**config.mk**
```make
export PLATFORM = sky130hd
export DESIGN_NAME = llc_config_top
export DESIGN_NICKNAME = d
export VERILOG_FILES = /design/src/verilog/llc_cfg_pkg.sv /design/src/verilog/llc_config_top.sv /design/src/verilog/llc_bypass_decode.sv /design/src/verilog/llc_flush_counter.sv /design/src/verilog/llc_flush_ctrl.sv /design/src/verilog/llc_cfg_regs.sv
export SDC_FILE = /design/constraint.sdc
export NUM_CORES = 1
export LEC_CHECK = 0
export BUFFER_PORTS_ARGS = -buffer_cell sky130_fd_sc_hd__clkbuf_2
export CAP_MARGIN = 20
export CORE_MARGIN = 1
export CORE_UTILIZATION = 40
export DETAILED_ROUTE_END_ITERATION = 10
export HOLD_SLACK_MARGIN = 0.12
export PLACE_DENSITY = 0.88
export SYNTH_ARGS = -nofsm -noshare
export SYNTH_HDL_FRONTEND = slang
export SYNTH_SLANG_ARGS = --single-unit
```
**constraint.sdc**
```tcl
create_clock -name rst_ni -period 4.68 [get_ports rst_ni]
set_input_delay 1.404 -clock rst_ni [delete_from_list [all_inputs] [get_ports rst_ni]]
set_output_delay 1.404 -clock rst_ni [all_outputs]
set_load 0.03 [all_outputs]
```
**src/verilog/llc_cfg_pkg.sv**
```systemverilog
/* LLC configuration and flush package */
package llc_cfg_pkg;

  ////////////////////
  // Cache geometry
  ////////////////////
  localparam int unsigned NumWays           = 4;
  localparam int unsigned IndexLength       = 3;
  localparam int unsigned NumLines          = 1 << IndexLength;
  localparam int unsigned ByteOffsetLength  = 3;
  localparam int unsigned BlockOffsetLength = 2;
  // Bit position of the line index inside an address
  localparam int unsigned IndexBase         = ByteOffsetLength + BlockOffsetLength;
  localparam int unsigned NumBlocks         = 1 << BlockOffsetLength;
  localparam int unsigned AddrWidth         = 32;
  localparam int unsigned RegWidth          = 32;

  typedef logic [NumWays-1:0]     way_t;
  typedef logic [IndexLength-1:0] line_t;
  typedef logic [AddrWidth-1:0]   addr_t;
  typedef logic [RegWidth-1:0]    data_t;

  // Address regions, end addresses exclusive
  // Cached region sits below the SPM region
  localparam addr_t CachedStart = 32'h8000_0000;
  localparam addr_t CachedEnd   = 32'h8800_0000;
  localparam addr_t SpmStart    = 32'h9000_0000;
  localparam addr_t SpmEnd      = 32'h9000_1000;

  ////////////////////
  // Register port
  ////////////////////
  typedef enum logic [2:0] {
    RegCfgSpm   = 3'd0,
    RegCfgFlush = 3'd1,
    RegCommit   = 3'd2,
    RegFlushed  = 3'd3,
    RegBist     = 3'd4,
    RegSetAsso  = 3'd5
  } reg_addr_e;

  typedef struct packed {
    logic      strobe;
    logic      write;
    reg_addr_e addr;
    data_t     data;
  } reg_req_t;

  typedef struct packed {
    logic  valid;
    data_t data;
  } reg_rsp_t;

  // One flush descriptor per cache line
  typedef struct packed {
    addr_t      addr;
    logic [7:0] len;
    way_t       way;
    logic       flush;
  } flush_desc_t;

  // Register contents seen by hardware
  typedef struct packed {
    way_t cfg_spm;
    way_t cfg_flush;
    way_t flushed;
    way_t bist;
  } cfg_state_t;

  // Hardware writes into the register file
  typedef struct packed {
    way_t flushed;
    logic flushed_en;
    way_t spm;
    logic spm_en;
    logic clr_flush;
    logic busy;
  } cfg_update_t;

  typedef enum logic [2:0] {
    PreInit,
    Idle,
    WaitAx,
    WaitUnits,
    InitFlush,
    SendFlush,
    WaitFlush,
    EndFlush
  } flush_state_e;

endpackage
```
**src/verilog/llc_config_top.sv**
```systemverilog
/* LLC configuration unit top */
`timescale 1ns/100ps

module llc_config_top (
  input  logic                     rst_ni,
  input  logic                     arst_n_i,
  // Register port
  input  llc_cfg_pkg::reg_req_t    req_i,
  output llc_cfg_pkg::reg_rsp_t    rsp_o,
  // Tag memory BIST
  input  llc_cfg_pkg::way_t        bist_i,
  input  logic                     bist_valid_i,
  // Flush descriptors
  output llc_cfg_pkg::flush_desc_t desc_o,
  output logic                     desc_valid_o,
  input  logic                     desc_ready_i,
  input  logic                     flush_desc_recv_i,
  // Slave port isolation
  output logic                     llc_isolate_o,
  input  logic                     llc_isolated_i,
  input  logic                     aw_unit_busy_i,
  input  logic                     ar_unit_busy_i,
  // Bypass steering
  input  llc_cfg_pkg::addr_t       aw_addr_i,
  input  llc_cfg_pkg::addr_t       ar_addr_i,
  output logic                     aw_bypass_o,
  output logic                     ar_bypass_o,
  output llc_cfg_pkg::way_t        spm_lock_o
);
  import llc_cfg_pkg::*;

  cfg_state_t  cfg_state;
  cfg_update_t cfg_upd;
  logic        commit;
  line_t       line;
  logic        send_last;
  logic        recv_last;
  logic        cnt_load;
  logic        cnt_send;
  logic        cnt_recv;

  llc_cfg_regs i_regs (
    .rst_ni       ( rst_ni       ),
    .arst_n_i     ( arst_n_i     ),
    .bist_i       ( bist_i       ),
    .bist_valid_i ( bist_valid_i ),
    .req_i        ( req_i        ),
    .upd_i        ( cfg_upd      ),
    .rsp_o        ( rsp_o        ),
    .commit_o     ( commit       ),
    .state_o      ( cfg_state    )
  );

  llc_flush_ctrl i_flush_ctrl (
    .rst_ni            ( rst_ni            ),
    .arst_n_i          ( arst_n_i          ),
    .commit_i          ( commit            ),
    .state_i           ( cfg_state         ),
    .bist_valid_i      ( bist_valid_i      ),
    .llc_isolated_i    ( llc_isolated_i    ),
    .aw_unit_busy_i    ( aw_unit_busy_i    ),
    .ar_unit_busy_i    ( ar_unit_busy_i    ),
    .flush_desc_recv_i ( flush_desc_recv_i ),
    .desc_ready_i      ( desc_ready_i      ),
    .line_i            ( line              ),
    .send_last_i       ( send_last         ),
    .recv_last_i       ( recv_last         ),
    .upd_o             ( cfg_upd           ),
    .llc_isolate_o     ( llc_isolate_o     ),
    .desc_o            ( desc_o            ),
    .desc_valid_o      ( desc_valid_o      ),
    .cnt_load_o        ( cnt_load          ),
    .cnt_send_o        ( cnt_send          ),
    .cnt_recv_o        ( cnt_recv          )
  );

  llc_flush_counter i_flush_counter (
    .rst_ni      ( rst_ni    ),
    .arst_n_i    ( arst_n_i  ),
    .load_i      ( cnt_load  ),
    .send_i      ( cnt_send  ),
    .recv_i      ( cnt_recv  ),
    .line_o      ( line      ),
    .send_last_o ( send_last ),
    .recv_last_o ( recv_last )
  );

  llc_bypass_decode i_bypass (
    .state_i     ( cfg_state   ),
    .aw_addr_i   ( aw_addr_i   ),
    .ar_addr_i   ( ar_addr_i   ),
    .aw_bypass_o ( aw_bypass_o ),
    .ar_bypass_o ( ar_bypass_o )
  );

  // SPM lock toward the tag lookup
  assign spm_lock_o = cfg_state.cfg_spm;

endmodule

```
**src/verilog/llc_bypass_decode.sv**
```systemverilog
/* LLC bypass decision */
`timescale 1ns/100ps

module llc_bypass_decode (
  input  llc_cfg_pkg::cfg_state_t state_i,
  input  llc_cfg_pkg::addr_t      aw_addr_i,
  input  llc_cfg_pkg::addr_t      ar_addr_i,
  output logic                    aw_bypass_o,
  output logic                    ar_bypass_o
);
  import llc_cfg_pkg::*;

  // Region rule for one address channel
  function automatic logic bypass(addr_t addr, way_t flushed);
    logic in_spm;
    logic in_cached;
    in_spm    = (addr >= SpmStart) && (addr < SpmEnd);
    in_cached = (addr >= CachedStart) && (addr < CachedEnd);
    if (in_spm) begin
      // SPM always served by the cache
      bypass = 1'b0;
    end else if (in_cached) begin
      // Cache fully flushed, go straight to memory
      bypass = &flushed;
    end else begin
      // Unmapped addresses take the bypass
      bypass = 1'b1;
    end
  endfunction

  ////////////////////
  // AW and AR
  ////////////////////
  assign aw_bypass_o = bypass(aw_addr_i, state_i.flushed);
  assign ar_bypass_o = bypass(ar_addr_i, state_i.flushed);

endmodule

```
**src/verilog/llc_flush_counter.sv**
```systemverilog
/* Flush line counters */
`timescale 1ns/100ps

module llc_flush_counter (
  input  logic               rst_ni,
  input  logic               arst_n_i,
  input  logic               load_i,
  input  logic               send_i,
  input  logic               recv_i,
  output llc_cfg_pkg::line_t line_o,
  output logic               send_last_o,
  output logic               recv_last_o
);
  import llc_cfg_pkg::*;

  // Line index of the next descriptor
  line_t send_q;
  // Completions still expected, minus one
  line_t outst_q;

  ////////////////////
  // Send counter
  ////////////////////
  always_ff @(posedge rst_ni or negedge arst_n_i) begin
    if (!arst_n_i) begin
      send_q <= '0;
    end else if (load_i) begin
      send_q <= '0;
    end else if (send_i) begin
      // Wraps after the last line
      send_q <= send_q + line_t'(1);
    end
  end

  ////////////////////
  // Completion counter
  ////////////////////
  always_ff @(posedge rst_ni or negedge arst_n_i) begin
    if (!arst_n_i) begin
      outst_q <= '0;
    end else if (load_i) begin
      outst_q <= line_t'(NumLines - 1);
    end else if (recv_i) begin
      outst_q <= outst_q - line_t'(1);
    end
  end

  assign line_o      = send_q;
  // Current descriptor is the last line of the way
  assign send_last_o = (send_q == line_t'(NumLines - 1));
  // Next completion closes the way
  assign recv_last_o = (outst_q == '0);

endmodule

```
**src/verilog/llc_flush_ctrl.sv**
```systemverilog
/* LLC way flush control */
`timescale 1ns/100ps

module llc_flush_ctrl (
  input  logic                     rst_ni,
  input  logic                     arst_n_i,
  input  logic                     commit_i,
  input  llc_cfg_pkg::cfg_state_t  state_i,
  input  logic                     bist_valid_i,
  input  logic                     llc_isolated_i,
  input  logic                     aw_unit_busy_i,
  input  logic                     ar_unit_busy_i,
  input  logic                     flush_desc_recv_i,
  input  logic                     desc_ready_i,
  input  llc_cfg_pkg::line_t       line_i,
  input  logic                     send_last_i,
  input  logic                     recv_last_i,
  output llc_cfg_pkg::cfg_update_t upd_o,
  output logic                     llc_isolate_o,
  output llc_cfg_pkg::flush_desc_t desc_o,
  output logic                     desc_valid_o,
  output logic                     cnt_load_o,
  output logic                     cnt_send_o,
  output logic                     cnt_recv_o
);
  import llc_cfg_pkg::*;

  flush_state_e state_d;
  flush_state_e state_q;
  // Ways still waiting for their flush
  way_t         pending_d;
  way_t         pending_q;
  // One-hot way under flush
  way_t         way_sel;
  logic         way_is_last;

  ////////////////////
  // Way selection
  ////////////////////
  // Isolate the lowest set bit
  assign way_sel     = pending_q & (~pending_q + way_t'(1));
  assign way_is_last = (pending_q == way_sel);

  // Descriptor payload, one line of the selected way
  assign desc_o.addr  = addr_t'(line_i) << IndexBase;
  assign desc_o.len   = 8'(NumBlocks - 1);
  assign desc_o.way   = way_sel;
  assign desc_o.flush = 1'b1;

  ////////////////////
  // Flush FSM
  ////////////////////
  always_comb begin
    state_d          = state_q;
    pending_d        = pending_q;
    upd_o.flushed    = state_i.flushed;
    upd_o.flushed_en = 1'b0;
    upd_o.spm        = state_i.cfg_spm;
    upd_o.spm_en     = 1'b0;
    upd_o.clr_flush  = 1'b0;
    // Software config is locked outside Idle
    upd_o.busy       = (state_q != Idle);
    cnt_load_o       = 1'b0;

    case (state_q)
      PreInit: begin
        // BIST result seeds SPM lock and flushed state
        if (bist_valid_i) begin
          upd_o.spm        = state_i.bist;
          upd_o.spm_en     = 1'b1;
          upd_o.flushed    = state_i.bist;
          upd_o.flushed_en = 1'b1;
          state_d          = Idle;
        end
      end
      Idle: begin
        if (commit_i) begin
          state_d = WaitAx;
        end
      end
      WaitAx: begin
        // Slave port must be quiet
        if (llc_isolated_i) begin
          state_d = WaitUnits;
        end
      end
      WaitUnits: begin
        // No descriptor left in the AW and AR units
        if (!aw_unit_busy_i && !ar_unit_busy_i) begin
          state_d = InitFlush;
        end
      end
      InitFlush: begin
        if (|state_i.cfg_flush) begin
          // Explicit way flush request
          pending_d = state_i.cfg_flush & ~state_i.flushed;
        end else begin
          // SPM change, flush newly locked ways
          pending_d        = state_i.cfg_spm & ~state_i.flushed;
          upd_o.flushed    = state_i.cfg_spm & state_i.flushed;
          upd_o.flushed_en = 1'b1;
        end
        if (pending_d == '0) begin
          upd_o.clr_flush = 1'b1;
          state_d         = Idle;
        end else begin
          cnt_load_o = 1'b1;
          state_d    = SendFlush;
        end
      end
      SendFlush: begin
        // Last line of this way accepted
        if (desc_ready_i && send_last_i) begin
          state_d = WaitFlush;
        end
      end
      WaitFlush: begin
        if (flush_desc_recv_i && recv_last_i) begin
          state_d = EndFlush;
        end
      end
      EndFlush: begin
        if (way_is_last) begin
          // All done, flushed falls back to SPM ways
          upd_o.flushed    = state_i.cfg_spm;
          upd_o.flushed_en = 1'b1;
          upd_o.clr_flush  = 1'b1;
          pending_d        = '0;
          state_d          = Idle;
        end else begin
          upd_o.flushed    = state_i.flushed | way_sel;
          upd_o.flushed_en = 1'b1;
          state_d          = InitFlush;
        end
      end
      default: begin
        state_d = PreInit;
      end
    endcase
  end

  always_ff @(posedge rst_ni or negedge arst_n_i) begin
    if (!arst_n_i) begin
      state_q   <= PreInit;
      pending_q <= '0;
    end else begin
      state_q   <= state_d;
      pending_q <= pending_d;
    end
  end

  ////////////////////
  // Outputs
  ////////////////////
  // Port stays isolated for start-up and every flush
  assign llc_isolate_o = (state_q != Idle);
  assign desc_valid_o  = (state_q == SendFlush);
  assign cnt_send_o    = desc_valid_o & desc_ready_i;
  // Completions may overlap with sending
  assign cnt_recv_o    = flush_desc_recv_i &
                         ((state_q == SendFlush) || (state_q == WaitFlush));

endmodule

```
**src/verilog/llc_cfg_regs.sv**
```systemverilog
/* LLC configuration register file */
`timescale 1ns/100ps

module llc_cfg_regs (
  input  logic                     rst_ni,
  input  logic                     arst_n_i,
  input  llc_cfg_pkg::way_t        bist_i,
  input  logic                     bist_valid_i,
  input  llc_cfg_pkg::reg_req_t    req_i,
  input  llc_cfg_pkg::cfg_update_t upd_i,
  output llc_cfg_pkg::reg_rsp_t    rsp_o,
  output logic                     commit_o,
  output llc_cfg_pkg::cfg_state_t  state_o
);
  import llc_cfg_pkg::*;

  way_t  cfg_spm_q;
  way_t  cfg_flush_q;
  way_t  flushed_q;
  way_t  bist_q;
  way_t  wr_way;
  logic  sw_wr;
  logic  sw_wr_ok;
  logic  commit_q;
  logic  rsp_valid_q;
  data_t rdata_d;
  data_t rdata_q;

  // Decoded software access
  assign sw_wr    = req_i.strobe & req_i.write;
  // Config writes only land while no flush runs
  assign sw_wr_ok = sw_wr & ~upd_i.busy;
  assign wr_way   = req_i.data[NumWays-1:0];

  ////////////////////
  // Registers
  ////////////////////
  always_ff @(posedge rst_ni or negedge arst_n_i) begin
    if (!arst_n_i) begin
      cfg_spm_q   <= '0;
      cfg_flush_q <= '0;
      flushed_q   <= '0;
      bist_q      <= '0;
      commit_q    <= 1'b0;
    end else begin
      // Hardware update wins over software
      if (upd_i.spm_en) begin
        cfg_spm_q <= upd_i.spm;
      end else if (sw_wr_ok && req_i.addr == RegCfgSpm) begin
        cfg_spm_q <= wr_way;
      end
      if (upd_i.clr_flush) begin
        cfg_flush_q <= '0;
      end else if (sw_wr_ok && req_i.addr == RegCfgFlush) begin
        cfg_flush_q <= wr_way;
      end
      // Read-only for software
      if (upd_i.flushed_en) begin
        flushed_q <= upd_i.flushed;
      end
      if (bist_valid_i) begin
        bist_q <= bist_i;
      end
      // One-cycle commit pulse
      commit_q <= sw_wr_ok && (req_i.addr == RegCommit);
    end
  end

  ////////////////////
  // Read path
  ////////////////////
  always_comb begin
    case (req_i.addr)
      RegCfgSpm:   rdata_d = data_t'(cfg_spm_q);
      RegCfgFlush: rdata_d = data_t'(cfg_flush_q);
      RegFlushed:  rdata_d = data_t'(flushed_q);
      RegBist:     rdata_d = data_t'(bist_q);
      RegSetAsso:  rdata_d = data_t'(NumWays);
      // Commit always reads zero
      default:     rdata_d = '0;
    endcase
  end

  always_ff @(posedge rst_ni or negedge arst_n_i) begin
    if (!arst_n_i) begin
      rsp_valid_q <= 1'b0;
    end else begin
      rsp_valid_q <= req_i.strobe & ~req_i.write;
    end
  end

  always_ff @(posedge rst_ni) begin
    rdata_q <= rdata_d;
  end

  assign rsp_o.valid = rsp_valid_q;
  assign rsp_o.data  = rdata_q;
  assign commit_o    = commit_q;

  assign state_o.cfg_spm   = cfg_spm_q;
  assign state_o.cfg_flush = cfg_flush_q;
  assign state_o.flushed   = flushed_q;
  // Forward the BIST result in its capture cycle
  assign state_o.bist      = bist_valid_i ? bist_i : bist_q;

endmodule

```
# After elaboration in Yosys (flattened, before gate mapping)
# Cells that the tools add are included.
# op_classes
n_lt_le_gt_ge	8
n_addsub	3
reduce_logical	29
n_mul	0
mux	36
div_mod_pow	0
n_eq_ne	25
n_shift	0
bitwise_logic	14
# op_table
op	count
>= comparator 32 bit (second input constant)	4
< comparator 32 bit (second input constant)	4
two-way mux 3 bit	12
two-way mux 4 bit	7
case mux 3 bit (8 select lines)	1
== test 3 bit (second input constant)	7
case mux 4 bit (5 select lines)	1
bitwise AND 4 bit	4
two-way mux 5 bit	3
case mux 5 bit (3 select lines)	1
== test 3 x 2 -> 1 bit (second input constant)	4
!= test 2 bit (second input constant)	6
logical AND 1 bit	10
two-way mux 10 bit	1
nonzero test 2 bit	5
logical NOT 3 bit	3
two-way mux 1 bit	8
!= test 2 x 1 -> 1 bit (second input constant)	4
NOT 4 bit	2
case mux 4 bit (2 select lines)	1
AND reduction 4 bit	2
== test 3 x 1 -> 1 bit (second input constant)	2
AND reduction 6 bit	1
bitwise AND 1 bit	5
15 further kinds	17
# word_totals
rom_bits	0
memories	0
elab_cells	126
latch_bits	0
ff_bits	35
mem_bits_rw	0
out_inout_bits	86
input_bits	113

# Longest topological paths before layout
# depth
ltp_word	8
ltp_mapped	7
mapped_depth_nobuf	7

# By module
# From an unflattened synthesis, not the netlist that was laid out.
# unflattened
hier_cells	308
hier_area_um2	2850.2
# by_module_without_submodules
module	area_per_inst_um2	instances	cells_each	seq_area_each_um2
llc_cfg_regs	1262.5	1	118	530.5
llc_flush_ctrl	1117.3	1	145	175.2
llc_flush_counter	301.5	1	27	150.1
llc_bypass_decode	168.9	1	18	0.0

# Least setup slack after synthesis
# OpenSTA, ideal clock, no wires.
# synth_timing
path_type	input-to-output
start	input port ar_addr_i[25]
end	output port ar_bypass_o
t_arrival_ns	2.100
required_time_ns	3.276
cell_stages	4
n_path_buf	0
setup_slack_ns	1.176
path_cell_list	nor4_1 -> nand4_1 -> nand2_1 -> o211ai_1
# synth_via
elab_chain_len	4
word_cells_on_any_way	8
classes_between	4 x order compare; 2 x mux; 2 x reduce/logical
# synth_lines
item	line_no	text
start: declaration	llc_config_top.sv:25	input llc_cfg_pkg::addr_t ar_addr_i,
>= comparator 32 bit or < comparator 32 bit (tied branches)	llc_bypass_decode.sv:18	in_cached = (addr >= CachedStart) && (addr < CachedEnd);
logical AND 1 bit	llc_bypass_decode.sv:18	
two-way mux 1 bit	llc_bypass_decode.sv:22	end else if (in_cached) begin
two-way mux 1 bit *	llc_bypass_decode.sv:19	if (in_spm) begin
end: declaration	llc_config_top.sv:27	output logic ar_bypass_o,
# Mark *: on every way between the ends. The rest lies on a longest branch, timed or not.

# Worst setup path in the final report
# layout_timing
start	input port ar_addr_i[12]
end	output port ar_bypass_o
# The elaborated chain is that of the path after synthesis.

==> impl_metrics.csv <==
group,metric,value,unit
synthesis,mappedNetlistArea,0.002605,sq mm
route,routed_wire_length_per_instance,12.35,um
finish,num-nets-final,488,
worst_setup_path,timing.reg2reg.worst_path_depth,5,
finish,layout-area-overhead-vs-synth,11.00,%
power_and_ir_drop,cell_pwr_density,522.9,mW/mm^2
clocking,ctsHtreeMaxLevel,2,
route,drt_iter0_drc,135,
synthesis,count_of_flip_flops_with_a_built_in_enable_after_synthesis,0,
timing,timing_max_transition_violations_final,0,
route,routed_wl,5.544,mm
worst_setup_path,setup.worst_path.end,"ar_bypass_o",
synthesis,ys_dominant_reg_cell,"sky130_fd_sc_hd__dfrtp_1",
finish,layout-drive-gt1-share,26.34,%
grt,initial_antenna_violation_count,0,
finish,n_fill_cell,589,
place,placedCellCount,441,
floorplan,die_width,82.70,um
grt,gr-usage-all-layers,16.68,%
clocking,sinks_on_the_clock_net,35,
timing,setup-violations-final,0,
status,outcome,"completed",
clocking,cts_tree,"built",
worst_setup_path,regToRegSetupSlack,2460,ps
finish,multi_input_area,0.001415,sq mm
synthesis,synth-seq-cells,35,
floorplan,initial_core_util,41.26,%
worst_setup_path,required,3280,ps
synthesis,synth_seq_area_share,32.85,%
timing,rsz0062_at_grt,"false",
floorplan,num_rows,29,
floorplan,ioPinCount,199,
worst_setup_path,critical_path.reg2reg.endpoint,"i_regs.cfg_flush_q[3]",
floorplan,die_height,82.70,um
clocking,cts_resized,0,
hold_path,timing.hold.worst.class,"reg -> reg",
synthesis,yosys_warnings,0,
clocking,clock_insertion_delay_worst_skew,300,ps
route,dr_total_vias,2202,
synthesis,post_synth.cell_area_avg,8.742,sq um
clocking,clk_root_buffer_cell,"sky130_fd_sc_hd__clkbuf_8",
place,gpl.final_weighted_congestion,0.8601,
worst_setup_path,setup.worst_path.end_class,"output pin",
run,max-cap-violations,0,
synthesis,synth_cell_type_count,44,
worst_setup_path,startpoint_type,"input port",
worst_setup_path,path_max_fanout,1,
timing,final.period_utilization,78.38,%
worst_setup_path,crit_path_start,"ar_addr_i[12]",
timing,setup_tns,0,ps
timing,max_freq,272.6,MHz
timing,final.setup_skew,8.313,ps
synthesis,netlist_instances,298,
power_and_ir_drop,vdd.ir_drop.worst,0.2945,mV
finish,fin_cells,449,
finish,antenna_fix_cells,0,
timing,worst-slew-pin-transition,769.8,ps
grt,grt_overflow,0,
finish,regArea,855.8,sq um
synthesis,async_reset_ff_share,88.57,%
clocking,postCtsHoldBufs,0,
worst_setup_path,arrival,2260,ps
place,port_buffers,80,
timing,finalCriticalPeriod,3668,ps
power_and_ir_drop,leakagePower,1.445,nW
timing,hold_viol,0,
grt,global_route_wire_length_before_repair,8.756,mm
clocking,cts.clk_slew.worst_paths,80,ps
timing,slew_headroom,48.68,%
floorplan,floorplan.die_area,0.006839,sq mm
floorplan,floorplan.core_area,0.006314,sq mm
grt,grt_max_degree,32,
route,drt-vias-per-instance,4.904,
clocking,cts_max_path_buffers,2,
hold_path,min_path_cells,2,
clocking,post-cts-setup-buffer-count,0,
place,place_hpwl,4.348,mm
grt,grt_pass1_vias,1982,
route,drtPass1Iterations,4,
route,antenna_violating_nets_post_route,0,
worst_setup_path,crit_type,"in -> out",
route,post-route-drc-count,0,
clocking,cts_buffers,5,
worst_setup_path,r2r-start,"i_flush_ctrl.state_q[1]",
-- stage by stage --
step | hold WS (ps) | util [%] | setup WS, ps | total power, mW | instance area [sq um]
after global routing | 526.7 | 45.80 | 932.7 | 1.616 | 2892
after global placement | 452.0 | 44.02 | 1004 | 1.199 | 2779
after detailed placement | 461.0 | 44.02 | 999.0 | 1.235 | 2779
final | 480.3 | 45.80 | 1012 | 1.512 | 2892
after CTS | 479.0 | 45.80 | 994.2 | 1.515 | 2892
after floorplan | 437.8 | - | 1176 | 1.108 | 2845
-- placed cells by master (no fill, tap or decap), types with 3 or more instances in the layout --
master                     Yosys  routed
sky130_fd_sc_hd__a211oi_1      3       3
sky130_fd_sc_hd__a21oi_1       5       5
sky130_fd_sc_hd__a31oi_1       4       4
sky130_fd_sc_hd__clkbuf_2      0      80
sky130_fd_sc_hd__clkbuf_8      0       5
sky130_fd_sc_hd__conb_1        2      66
sky130_fd_sc_hd__dfrtp_1      31      31
sky130_fd_sc_hd__dfxtp_1       4       4
sky130_fd_sc_hd__ha_1          4       4
sky130_fd_sc_hd__inv_1         3       3
sky130_fd_sc_hd__mux2_2        5       5
sky130_fd_sc_hd__mux2i_1      12      12
sky130_fd_sc_hd__nand2_1      33      33
sky130_fd_sc_hd__nand3_1       4       4
sky130_fd_sc_hd__nand4_1       4       4
sky130_fd_sc_hd__nor2_1       18      18
sky130_fd_sc_hd__nor2b_1       5       5
sky130_fd_sc_hd__nor3_1        5       5
sky130_fd_sc_hd__nor3b_1       4       4
sky130_fd_sc_hd__nor4_1        8       8
sky130_fd_sc_hd__nor4b_1       8       8
sky130_fd_sc_hd__o21a_1        4       4
sky130_fd_sc_hd__o21ai_0      18      18
sky130_fd_sc_hd__o21bai_1      4       4
sky130_fd_sc_hd__o22ai_1       5       5
sky130_fd_sc_hd__xor2_1        3       3
-- flip-flops by register name, summed over array words and instances (netlist names) --
name                     count
i_flush_counter.outst_q      3
i_flush_ctrl.state_q         3
i_regs.bist_q                4
i_flush_counter.line_o       3
i_flush_ctrl.pending_q       4
i_regs.cfg_spm_q             4
i_regs.rdata_q               4
i_regs.rsp_valid_q           1
i_regs.flushed_q             4
i_regs.commit_o              1
i_regs.cfg_flush_q           4
-- how the worst min path moves through the flow --
stage / start / to / slack [ps]
6_report: i_regs.bist_q[0] / i_regs.rdata_q[0] / 480
3_5_place_dp: i_regs.bist_q[0] / i_regs.rdata_q[0] / 460
3_3_place_gp: i_regs.bist_q[0] / i_regs.rdata_q[0] / 450
4_1_cts: i_regs.bist_q[0] / i_regs.rdata_q[0] / 480
2_1_floorplan: i_regs.bist_q[0] / i_regs.rdata_q[0] / 440
5_1_grt: i_regs.bist_q[0] / i_regs.rdata_q[0] / 530
-- metal layers --
layer	GRT usage, %	share of wire (%)	vias up
li1	-	-	1068
met1	18.92	42	1014
met2	30.00	49	109
met3	4.176	7.5	11
met4	6.034	1.9	0
met5	0	0	-
-- cell type report --
cell class              count  share of cell area, %
clock buffers               5                  2.380
multi-input cells         246                  48.94
inverters                   3                 0.3894
repair buffers             80                  13.85
flip-flops and latches     35                  29.60
clock inverters             3                  1.514
well taps                  77                  3.332
-- cell usage after synthesis, drive strengths merged (2+ instances only) --
cell type / number / area (sq um)
a211oi: 3 / 22.52
a21oi: 5 / 25.02
a222oi: 2 / 20.02
a31oi: 4 / 25.02
and2: 2 / 12.51
and3: 2 / 12.51
buf: 72 / 540.5
clkbuf: 6 / 22.52
conb: 2 / 7.510
dfrtp: 31 / 775.7
dfxtp: 4 / 80.08
ha: 4 / 50.05
inv: 3 / 11.26
mux2: 5 / 56.30
mux2i: 12 / 120.1
nand2: 33 / 123.9
nand3: 4 / 20.02
nand4: 4 / 25.02
nor2: 18 / 67.56
nor2b: 5 / 31.28
nor3: 6 / 41.29
nor3b: 5 / 48.80
nor4: 8 / 50.05
nor4b: 8 / 70.07
o211a: 2 / 20.02
o211ai: 2 / 15.01
o21a: 4 / 30.03
o21ai: 18 / 90.09
o21bai: 4 / 30.03
o22ai: 5 / 31.28
xnor2: 2 / 17.52
xor2: 3 / 26.28
-- cells by family after synthesis --
logic type / count (synthesis) / share of synthesized area [%]
other: 2 / 0.2883
AO/OA/AOI/OAI: 52 / 12.82
adder cells (fa/ha/maj): 4 / 1.921
buffers and inverters: 81 / 22.05
XOR/XNOR: 5 / 1.681
AND/OR/NAND/NOR: 102 / 21.61
multiplexers: 17 / 6.772
flip-flops: 35 / 32.85
-- where the power goes --
group	total, mW	switching, mW	internal, mW	leakage, nW
combinational	0.680	0.429	0.251	0.969
sequential	0.559	0.161	0.398	0.418
clock	0.273	0.115	0.158	0.0581
total	1.51	0.705	0.807	1.45
-- worst max-delay path, stage by stage --
cell and delay (ps):
sky130_fd_sc_hd__clkbuf_2 80, sky130_fd_sc_hd__nor4_1 290, sky130_fd_sc_hd__nand4_1 120, sky130_fd_sc_hd__nand2_1 90, sky130_fd_sc_hd__o211ai_1 80, sky130_fd_sc_hd__clkbuf_2 200
Power figures use the tool's default switching activity.
